$ cat src/logic/div_pkg.sv
// Shared types and constants for the iterative integer divider.
// Import inside a module body, or use scoped names in port lists.

package div_pkg;

   // One operand or result word
   typedef logic [31:0] word_t;

   // Partial remainder or divisor with an extra sign bit
   typedef logic [32:0] ext_t;

   // Small-number operand or quotient
   typedef logic [3:0] nib_t;

   // Iteration counter, wide enough for the run plus the fix cycle
   typedef logic [5:0] count_t;

   // Controller states
   typedef enum logic [2:0] {
      IDLE,
      LOAD,
      RUN,
      FIX,
      DONE
   } div_state_t;

   // One quotient bit per cycle
   localparam count_t DIV_STEPS = 6'd32;

endpackage

$ cat src/logic/div_ctrl_if.sv
// Command and status bundle between the divider FSM and its datapath.
// The FSM connects through ctl, the datapath blocks through dp.

interface div_ctrl_if;

   // Commands from the FSM
   logic load;
   logic step;
   logic fix;
   logic use_small;

   // Status from the datapath
   logic rem_neg;
   logic small_ok;
   logic div_zero;

   modport ctl (
      output load, step, fix, use_small,
      input  rem_neg, small_ok, div_zero
   );

   modport dp (
      input  load, step, fix, use_small,
      output rem_neg, small_ok, div_zero
   );

endinterface

$ cat src/logic/div_ctl.sv
// Divider FSM: accepts an operation, sequences the iteration steps
// and the remainder fix, and raises busy, done and done_early.
// Commands leave on the ctl modport of div_ctrl_if.

module div_ctl (
   input  logic    clk,
   input  logic    arst_n,
   input  logic    start,
   input  logic    fast_disable,
   input  logic    rem_op,
   div_ctrl_if.ctl ctrl,
   output logic    busy,
   output logic    done,
   output logic    done_early
);
   import div_pkg::*;

   div_state_t state;
   div_state_t state_nx;
   count_t     count;
   logic       rem_q;
   logic       fast_dis_q;
   logic       fast_go;

   assign busy = (state != IDLE);

   // Operands are taken on the accepting edge itself
   assign ctrl.load = start & (state == IDLE);

   // Small-number path is for quotients only
   assign fast_go = ctrl.small_ok & ~fast_dis_q & ~rem_q;

   assign ctrl.step = (state == RUN);

   // Correction only when the final partial remainder went negative
   assign ctrl.fix = (state == FIX) & ctrl.rem_neg;

   always_comb begin
      state_nx = state;
      case (state)
         IDLE: begin
            if (start) begin
               state_nx = LOAD;
            end
         end
         LOAD: state_nx = fast_go ? DONE : RUN;
         RUN: begin
            if (count == DIV_STEPS - 6'd1) begin
               state_nx = rem_q ? FIX : DONE;
            end
         end
         FIX:     state_nx = DONE;
         DONE:    state_nx = IDLE;
         default: state_nx = IDLE;
      endcase
   end

   always_ff @(posedge clk or negedge arst_n) begin
      if (!arst_n) begin
         state          <= IDLE;
         count          <= '0;
         rem_q          <= 1'b0;
         fast_dis_q     <= 1'b0;
         ctrl.use_small <= 1'b0;
         done           <= 1'b0;
         done_early     <= 1'b0;
      end else begin
         state      <= state_nx;
         done       <= (state_nx == DONE);
         done_early <= (state == LOAD) & fast_go;
         if (ctrl.load) begin
            rem_q      <= rem_op;
            fast_dis_q <= fast_disable;
         end
         // Path choice holds until the next operation loads
         if (state == LOAD) begin
            count          <= '0;
            ctrl.use_small <= fast_go;
         end else if (ctrl.step || state == FIX) begin
            count <= count + 6'd1;
         end
      end
   end

endmodule

$ cat src/logic/div_operands.sv
// Operand capture for the divider. On load it stores the dividend
// magnitude, the sign-extended divisor and the result sign flags,
// and reports a small-number or zero divisor to the FSM.

module div_operands #(
   parameter int DATA_W = 32
) (
   input  logic              clk,
   input  logic              arst_n,
   input  logic [DATA_W-1:0] dividend,
   input  logic [DATA_W-1:0] divisor,
   input  logic              unsigned_op,
   input  logic              rem_op,
   div_ctrl_if.dp            ctrl,
   output logic [DATA_W-1:0] mag_dividend,
   output logic [DATA_W:0]   m_reg,
   output logic              neg_q,
   output logic              neg_r,
   output logic              rem_sel
);

   logic dvd_neg;
   logic dvs_neg;
   logic signed_eff;
   logic zero_q;

   assign dvd_neg = dividend[DATA_W-1];
   assign dvs_neg = divisor[DATA_W-1];

   // No sign handling for a zero divisor, so the remainder is the raw dividend
   assign signed_eff = ~unsigned_op & (divisor != '0);

   always_ff @(posedge clk or negedge arst_n) begin
      if (!arst_n) begin
         mag_dividend <= '0;
         m_reg        <= '0;
         neg_q        <= 1'b0;
         neg_r        <= 1'b0;
         rem_sel      <= 1'b0;
         zero_q       <= 1'b0;
      end else if (ctrl.load) begin
         mag_dividend <= (signed_eff & dvd_neg) ? -dividend : dividend;
         m_reg        <= {~unsigned_op & dvs_neg, divisor};
         neg_q        <= signed_eff & (dvd_neg ^ dvs_neg);
         neg_r        <= signed_eff & dvd_neg;
         rem_sel      <= rem_op;
         zero_q       <= (divisor == '0);
      end
   end

   assign ctrl.div_zero = zero_q;

   // Both operands non-negative and within a nibble, divisor non-zero
   assign ctrl.small_ok = (mag_dividend[DATA_W-1:4] == '0) &
                          (m_reg[DATA_W:4] == '0) &
                          (m_reg[3:0] != 4'd0);

endmodule

$ cat src/logic/div_iterate.sv
// Non-restoring divide datapath, one quotient bit per step.
// The quotient register starts as the dividend and shifts left, so
// the dividend bits feed the partial remainder as quotient bits enter.
// A fix command adds the divisor magnitude back to a negative remainder.

module div_iterate #(
   parameter int DATA_W = 32
) (
   input  logic              clk,
   input  logic              arst_n,
   input  logic [DATA_W-1:0] mag_dividend,
   input  logic [DATA_W:0]   m_reg,
   div_ctrl_if.dp            ctrl,
   output logic [DATA_W-1:0] quotient,
   output logic [DATA_W-1:0] remainder
);

   logic [DATA_W:0]   acc;
   logic [DATA_W:0]   acc_src;
   logic [DATA_W:0]   acc_sum;
   logic [DATA_W-1:0] q_reg;
   logic              init;
   logic              add;

   // A negative divisor flips add and subtract
   assign add = acc[DATA_W] ^ m_reg[DATA_W];

   // Fix reuses the adder on the unshifted remainder
   assign acc_src = ctrl.fix ? acc : {acc[DATA_W-1:0], q_reg[DATA_W-1]};
   assign acc_sum = add ? (acc_src + m_reg) : (acc_src - m_reg);

   always_ff @(posedge clk or negedge arst_n) begin
      if (!arst_n) begin
         init  <= 1'b0;
         acc   <= '0;
         q_reg <= '0;
      end else begin
         // Captured operands become visible one cycle after load
         init <= ctrl.load;
         if (init) begin
            acc   <= '0;
            q_reg <= mag_dividend;
         end else if (ctrl.step) begin
            acc   <= acc_sum;
            q_reg <= {q_reg[DATA_W-2:0], ~acc_sum[DATA_W]};
         end else if (ctrl.fix) begin
            acc <= acc_sum;
         end
      end
   end

   assign ctrl.rem_neg = acc[DATA_W];
   assign quotient     = q_reg;
   assign remainder    = acc[DATA_W-1:0];

endmodule

$ cat src/logic/div_smallnum.sv
// Small-number divide for the fast path: the low nibble of the
// dividend magnitude over the low nibble of the divisor.
// The answer is registered one cycle after the operands are captured.

module div_smallnum (
   input  logic           clk,
   input  logic           arst_n,
   input  div_pkg::word_t mag_dividend,
   input  div_pkg::ext_t  m_reg,
   output div_pkg::nib_t  small_q
);

   logic fits;

   // Only register when the operands are small, so a zero nibble never divides
   assign fits = ((mag_dividend >> 4) == '0) &
                 ((m_reg >> 4) == '0) &
                 (m_reg[3:0] != 4'd0);

   always_ff @(posedge clk or negedge arst_n) begin
      if (!arst_n) begin
         small_q <= '0;
      end else if (fits) begin
         small_q <= mag_dividend[3:0] / m_reg[3:0];
      end
   end

endmodule

$ cat src/logic/div_result.sv
// Result stage of the divider, purely combinational.
// Applies the sign flags, forces all ones for a zero divisor and
// picks the small-number, remainder or quotient value.

module div_result #(
   parameter int DATA_W = 32
) (
   input  logic [DATA_W-1:0] quotient,
   input  logic [DATA_W-1:0] remainder,
   input  div_pkg::nib_t     small_q,
   input  logic              neg_q,
   input  logic              neg_r,
   input  logic              rem_sel,
   div_ctrl_if.dp            ctrl,
   output logic [DATA_W-1:0] result
);

   logic [DATA_W-1:0] q_pick;
   logic [DATA_W-1:0] q_final;
   logic [DATA_W-1:0] r_final;

   // Fast path answer replaces the iterated quotient
   assign q_pick = ctrl.use_small ? DATA_W'(small_q) : quotient;

   // RISC-V gives all ones for x / 0
   assign q_final = ctrl.div_zero ? '1 : (neg_q ? -q_pick : q_pick);

   // Remainder takes the dividend's sign
   assign r_final = neg_r ? -remainder : remainder;

   assign result = rem_sel ? r_final : q_final;

endmodule

$ cat src/logic/div_top.sv
// Iterative 32-bit integer divider with RISC-V corner-case results.
// Pulse start while busy is low; result is valid while done is high.
// done_early marks an answer taken from the small-number path.

module div_top #(
   parameter int DATA_W = 32
) (
   input  logic           clk,
   input  logic           arst_n,
   input  logic           start,
   input  logic           unsigned_op,
   input  logic           rem_op,
   input  div_pkg::word_t dividend,
   input  div_pkg::word_t divisor,
   input  logic           fast_disable,
   output logic           busy,
   output logic           done,
   output logic           done_early,
   output div_pkg::word_t result
);
   import div_pkg::*;

   // Operand captures
   word_t mag_dividend;
   ext_t  m_reg;
   logic  neg_q;
   logic  neg_r;
   logic  rem_sel;

   // Datapath results
   word_t quotient;
   word_t remainder;
   nib_t  small_q;

   div_ctrl_if ctrl_if ();

   div_ctl u_ctl (
      .clk          (clk),
      .arst_n       (arst_n),
      .start        (start),
      .fast_disable (fast_disable),
      .rem_op       (rem_op),
      .ctrl         (ctrl_if.ctl),
      .busy         (busy),
      .done         (done),
      .done_early   (done_early)
   );

   div_operands #(.DATA_W(DATA_W)) u_operands (
      .clk          (clk),
      .arst_n       (arst_n),
      .dividend     (dividend),
      .divisor      (divisor),
      .unsigned_op  (unsigned_op),
      .rem_op       (rem_op),
      .ctrl         (ctrl_if.dp),
      .mag_dividend (mag_dividend),
      .m_reg        (m_reg),
      .neg_q        (neg_q),
      .neg_r        (neg_r),
      .rem_sel      (rem_sel)
   );

   div_iterate #(.DATA_W(DATA_W)) u_iterate (
      .clk          (clk),
      .arst_n       (arst_n),
      .mag_dividend (mag_dividend),
      .m_reg        (m_reg),
      .ctrl         (ctrl_if.dp),
      .quotient     (quotient),
      .remainder    (remainder)
   );

   div_smallnum u_smallnum (
      .clk          (clk),
      .arst_n       (arst_n),
      .mag_dividend (mag_dividend),
      .m_reg        (m_reg),
      .small_q      (small_q)
   );

   div_result #(.DATA_W(DATA_W)) u_result (
      .quotient     (quotient),
      .remainder    (remainder),
      .small_q      (small_q),
      .neg_q        (neg_q),
      .neg_r        (neg_r),
      .rem_sel      (rem_sel),
      .ctrl         (ctrl_if.dp),
      .result       (result)
   );

endmodule

$ cat config.mk
export PLATFORM = sky130hd
export DESIGN_NAME = div_top
export DESIGN_NICKNAME = d
export VERILOG_FILES = /design/src/logic/div_pkg.sv /design/src/logic/div_ctrl_if.sv /design/src/logic/div_ctl.sv /design/src/logic/div_operands.sv /design/src/logic/div_iterate.sv /design/src/logic/div_smallnum.sv /design/src/logic/div_result.sv /design/src/logic/div_top.sv
export SDC_FILE = /design/constraint.sdc
export NUM_CORES = 1
export LEC_CHECK = 0
export BUFFER_PORTS_ARGS = -buffer_cell sky130_fd_sc_hd__buf_2
export CORE_UTILIZATION = 40
export DETAILED_ROUTE_END_ITERATION = 8
export SLEW_MARGIN = 40
export SYNTH_ARGS = -nofsm -noshare
export SYNTH_HDL_FRONTEND = slang
export SYNTH_SLANG_ARGS = --single-unit
$ cat constraint.sdc
create_clock -name clk -period 5.2 [get_ports clk]
set_input_delay 0.78 -clock clk [delete_from_list [all_inputs] [get_ports clk]]
set_output_delay 0.78 -clock clk [all_outputs]
set_load 0.02 [all_outputs]
## Word level (Yosys, flattened, before mapping)

Index checks and enable logic that the tools add are counted.

| word-level totals | value |
|---|---|
| flip-flop bits (word level) | 152 |
| logic and storage cells | 80 |
| output and inout bits | 35 |

| operators by class | value |
|---|---|
| bitwise gates (word level) | 19 |
| equal/unequal tests | 5 |
| reduce and logical (&&, ||, !) cells | 13 |
| div/mod/pow operators | 1 |
| mux-type cells | 20 |
| add/subtract/negate cells | 6 |

Operator list:

| cell | number |
|---|---|
| $mux 32 | 8 |
| $mux 33 | 5 |
| $neg 32->32 | 3 |
| $logic_not 32->1 | 2 |
| $add 33x33->33 | 1 |
| $logic_not 33->1 | 1 |
| $sub 33x33->33 | 1 |
| $reduce_bool 32->1 | 1 |
| $logic_not 29->1 | 1 |
| $logic_not 28->1 | 1 |
| $and 1x1->1 | 13 |
| $mux 3 | 4 |
| $mux 6 | 2 |
| $pmux 3 s4 | 1 |
| $add 6x1->6 const B | 1 |
| $eq 3x2->1 const B | 2 |
| $eq 6x5->1 const B | 1 |
| $reduce_bool 3->1 | 2 |
| $div 4x4->4 | 1 |
| $not 1->1 | 4 |
| $reduce_bool 2->1 | 2 |
| $reduce_bool 4->1 | 1 |
| $eq 3x1->1 const B | 1 |
| $eq 3x3->1 const B | 1 |
| 3 further kinds | 4 |

## Depth between registers and ports, before layout

| logic depth | value |
|---|---|
| word-level depth | 8 |
| gate-level depth with buffers | 19 |

## Least setup slack after synthesis

No wires, ideal clock.

| timing | value |
|---|---|
| path kind | register -> output |
| start | register u_iterate.acc[6] |
| end | output result[27] |
| data arrival time | 3326 ps |
| buffers on the path | 1 |
| slack | 1094 ps |
| cell stages (with the launch flop) | 10 |
| cell sequence | dfrtp_1 buf_6 or4_4 or3_4 or4_4 or3_4 or4_4 o31ai_2 xor2_1 a22oi_1 |

| between the ends | value |
|---|---|
| word-level cells in the longest chain between the ends | 3 |

Ends and longest elaborated chain:

| item | RTL line | RTL |
|---|---|---|
| start: declaration | div_iterate.sv:18 | `logic [DATA_W:0] acc;` |
| start signal: assignment | div_iterate.sv:44 | `acc <= acc_sum;` |
| start signal: assignment | div_iterate.sv:47 | `acc <= acc_sum;` |
| $neg 32->32 | div_result.sv:29 | `assign r_final = neg_r ? -remainder : remainder;` |
| $mux 32 | div_result.sv:29 |  |
| $mux 32 | div_result.sv:31 | `assign result = rem_sel ? r_final : q_final;` |
| end: declaration | div_top.sv:19 | `output div_pkg::word_t result` |

No other way between the ends.

## Final worst setup path

| timing | value |
|---|---|
| start | register u_iterate.acc[8] |
| end | output result[29] |

The elaborated chain is that of the path after synthesis.

==> out/results.env <==
MOSTFREQUENTLAYOUTCELLS='283 x sky130_fd_sc_hd__nand2_1, 150 x sky130_fd_sc_hd__dfrtp_1, 135 x sky130_fd_sc_hd__o21ai_0, 103 x sky130_fd_sc_hd__a21oi_1, 103 x sky130_fd_sc_hd__buf_2'
OUTCOME='complete, no violations'
FRACTION_OF_SYNTHESIS_FLOPS_USING_AN_ASYNCHRONOUS_SET_OR_RESET_PIN=1.00
N_DIODES=0
CORE-AREA_UM2=28900
CRITPATHLAUNCHTYPE='register'
CP-STARTPOINT='u_iterate.acc[8]'
SYNTH_COMPOUND_AREA_FRAC=0.219
DIE_HEIGHT_UM=174
CTS_SETUP_BUFFERS=0
NUMPORTBUFFERS=104
ROWS=62
YOSYS.AREA_SHARE.SIMPLE=0.208
WORSTPATHMAXFANOUT=6
FLOORPLAN.INITIALDENSITY=0.409
DRV.MAX_CAP_VIOLATION_COUNT=0
WIRE_PER_INST_UM=18.8
ANTENNA_FOUND_INITIAL=0
AVGVIACOUNTPERCELL=5.72
DRIVE_GT1_FRAC=0.140
PATH_CLASS='register to primary output'
CTS_BUFFERS=17
SYNTHTOPCELLSBYAREA='sky130_fd_sc_hd__dfrtp_1 32%, sky130_fd_sc_hd__nand2_1 9.0%, sky130_fd_sc_hd__xor2_1 6.2%'
CRITPATHCAPTURE='result[29]'
MOST_FREQUENT_STANDARD_CELL_IN_THE_LAYOUT_EXCLUDING_FILL_AND_TAP_CELLS='sky130_fd_sc_hd__nand2_1'
SETUP_REPAIR_AFTER_GLOBAL_ROUTING_MISSED_ITS_MARGIN='no'
SETUP-TNS-FINAL_NS=0
FINAL_ANTENNA_NET_COUNT=0
ADDER_CELL_FRACTION_OF_SYNTH_AREA=0.0526
CP.ARRIVAL_NS=3.93
SYNTH.TOP_CELL.AREA_SHARE=0.322
YOSYS-MUX-AREA-FRACTION=0.0682
DR.PASS1.ITERS=5
WORST_PATH_MOST_REPEATED_CELL='sky130_fd_sc_hd__or4_4'
FIRST_PASS_GRT_WIRE_LENGTH_MM=57.9
WORSTHOLDPATHTYPE='input pin to async pin'
SYNTH.AVG_CELL_AREA_UM2=8.08
SETUP-VIOLATIONS-FINAL=0
REGTOREGENDPOINT='u_iterate.quotient[0]'
WORST-SLEW-PIN-TRANSITION_NS=0.805
CRIT_SLOWEST_CELL='sky130_fd_sc_hd__or4_4'
CRITPATHCAPTURETYPE='primary output'
POST_LAYOUT_MIN_PERIOD_NS=4.71
ROUTED-VIA-COUNT=11000
TIMING.SLEW.HEADROOM=0.458
REQUIRED_NS=4.42
FINAL_NET_COUNT=1647
MIN_PERIOD_OVER_PERIOD=0.905
FF2FF_PATH_DEPTH=15
SYNTH-SEQ-CELLS=152
CTSRESIZECOUNT=0
FLOORPLAN.DIE_AREA_UM2=30200
SYNTH_TOP_FAMILY_BY_AREA='compound AO/OA/AOI/OAI gates'
CP_CELL_SEQUENCE='or4_4 > or3_4 > or4_4 > or3_4 > or4_4 > o31ai_2 > xor2_1 > a22oi_1 > buf_2'
NUM_IO_PINS=105
SYNTH_LARGEST_AREA_CELL='sky130_fd_sc_hd__dfrtp_1'
CTS.HOLD.BUFFERS_ADDED=0
SYNTH_EDF_COUNT=0
DRC=0
CTSLONGESTPATHBUFFERS=2
ROUTABILITYCONGESTION=0.909
AREA_GROWTH_PCT=13.6
CTS_NUM_SINKS=152
YOSYS_MOST_USED_DFF='sky130_fd_sc_hd__dfrtp_1'
DIE_X_UM=174
CP_SLOWEST_STAGE_DELAY_NS=0.57
CTS_TREE='built'
WORST_SETUP_HOLD_PATH_CLK_SLEW_NS=0.07
PLACE_HPWL_MM=28.0
FF2FF_SETUP_SLACK_NS=0.73
GRT_UTIL_ALL_LAYERS=0.244
WORST_SKEW_PAIR.LATE_LATENCY_NS=0.43
SYN-NUM-NETS=1579
CLOCK.FMAX_MHz=212
CLOCK_TREE.HTREE_LEVEL_COUNT=4
SYN-CELL-AREA_UM2=11800
RR_STARTPOINT='u_operands.m_reg[13]'
POSTSYNTHCELLCOUNT=1460
FINAL_MAX_SLEW_VIOL_COUNT=0
XOR_XNOR_SHARE_OF_THE_SYNTHESIZED_AREA=0.0965
DETAILEDROUTE.FIRSTITERATIONVIOLATIONS=957
YOSYS_WARNINGS=0
GRT_MAX_DEGREE=96
HOLD_VIOL=0
ROOT_BUFFER='sky130_fd_sc_hd__clkbuf_16'
DRT_WL_TOTAL_MM=36.3
NUMBER_OF_GLOBAL_ROUTE_VIAS_BEFORE_REPAIR=10300
POST_SYNTH_NUM_CELL_TYPES=64
SYNTH-SEQ-AREA-SHARE=0.322
WORST_CLOCK_SKEW_NS=0.0127
GLOBALROUTE.TOTALOVERFLOW=0
cell usage after synthesis, types with 29 or more instances:
cell / n
sky130_fd_sc_hd__a21oi_1: 104
sky130_fd_sc_hd__xnor2_1: 47
sky130_fd_sc_hd__o21ai_0: 135
sky130_fd_sc_hd__ha_1: 48
sky130_fd_sc_hd__a21o_1: 29
sky130_fd_sc_hd__xor2_1: 83
sky130_fd_sc_hd__mux2_2: 35
sky130_fd_sc_hd__nor2_1: 64
sky130_fd_sc_hd__dfrtp_1: 152
sky130_fd_sc_hd__clkbuf_1: 72
sky130_fd_sc_hd__mux2i_1: 41
sky130_fd_sc_hd__nor3_1: 33
sky130_fd_sc_hd__nand2_1: 284
per-stage QoR:
step	cells	instance area [um2]	util	hold WS, ns	setup WS, ns
3_3_place_gp	1891	12700	0.439	0.483	0.897
2_1_floorplan	1460	11800	-	0.446	1.09
4_1_cts	1925	13400	0.464	0.290	0.473
5_1_grt	1925	13400	0.464	0.300	0.319
6_report	1925	13400	0.464	0.270	0.494
3_5_place_dp	1893	12700	0.441	0.493	0.813
kinds of logic (layout without fill, tap and decap cells):
group / Yosys count / count (layout)
muxes: 76 / 76
AOI/OAI and AO/OA: 420 / 420
DFF: 152 / 152
adders and majority gates: 49 / 49
buffers and inverters: 104 / 185
and+or+nand+nor: 529 / 529
xor gates and xnor gates: 130 / 130
layer usage:
layer	part of all wire	wire length, um	global-route usage
met1	0.50	18200	0.369
met2	0.41	14700	0.342
met3	0.065	2370	0.0432
met4	0.025	901	0.0859
met5	0.0010	38	0.00962
worst max-delay path: cells and delay by family (launching register included):
kind	cells	cell delay, ns
flip-flops	1	0.46
XOR/XNOR	1	0.11
AND/OR/NAND/NOR	5	2.28
AO/OA/AOI/OAI	2	0.44
buffers and inverters	1	0.20
layout make-up:
type | count | area (um2)
tap | 384 | 480
inverter | 27 | 101
multi-input combinational | 1204 | 7620
sequential | 152 | 3810
clock buffer | 17 | 425
timing repair buffer | 126 | 736
fill | 2933 | 15500
clock inverter | 15 | 230
worst min path at each step:
stage                                start                           to
3_5_place_dp   u_operands.mag_dividend[20]  u_operands.mag_dividend[20]
5_1_grt                             arst_n  u_operands.mag_dividend[13]
2_1_floorplan             u_ctl.fast_dis_q             u_ctl.done_early
3_3_place_gp   u_operands.mag_dividend[20]  u_operands.mag_dividend[20]
4_1_cts                             arst_n  u_operands.mag_dividend[12]
6_report                            arst_n  u_operands.mag_dividend[13]
Power is left out: the tool's default activity adds up to more than one toggle a clock period on the data nets, which glitch-free logic cannot reach.
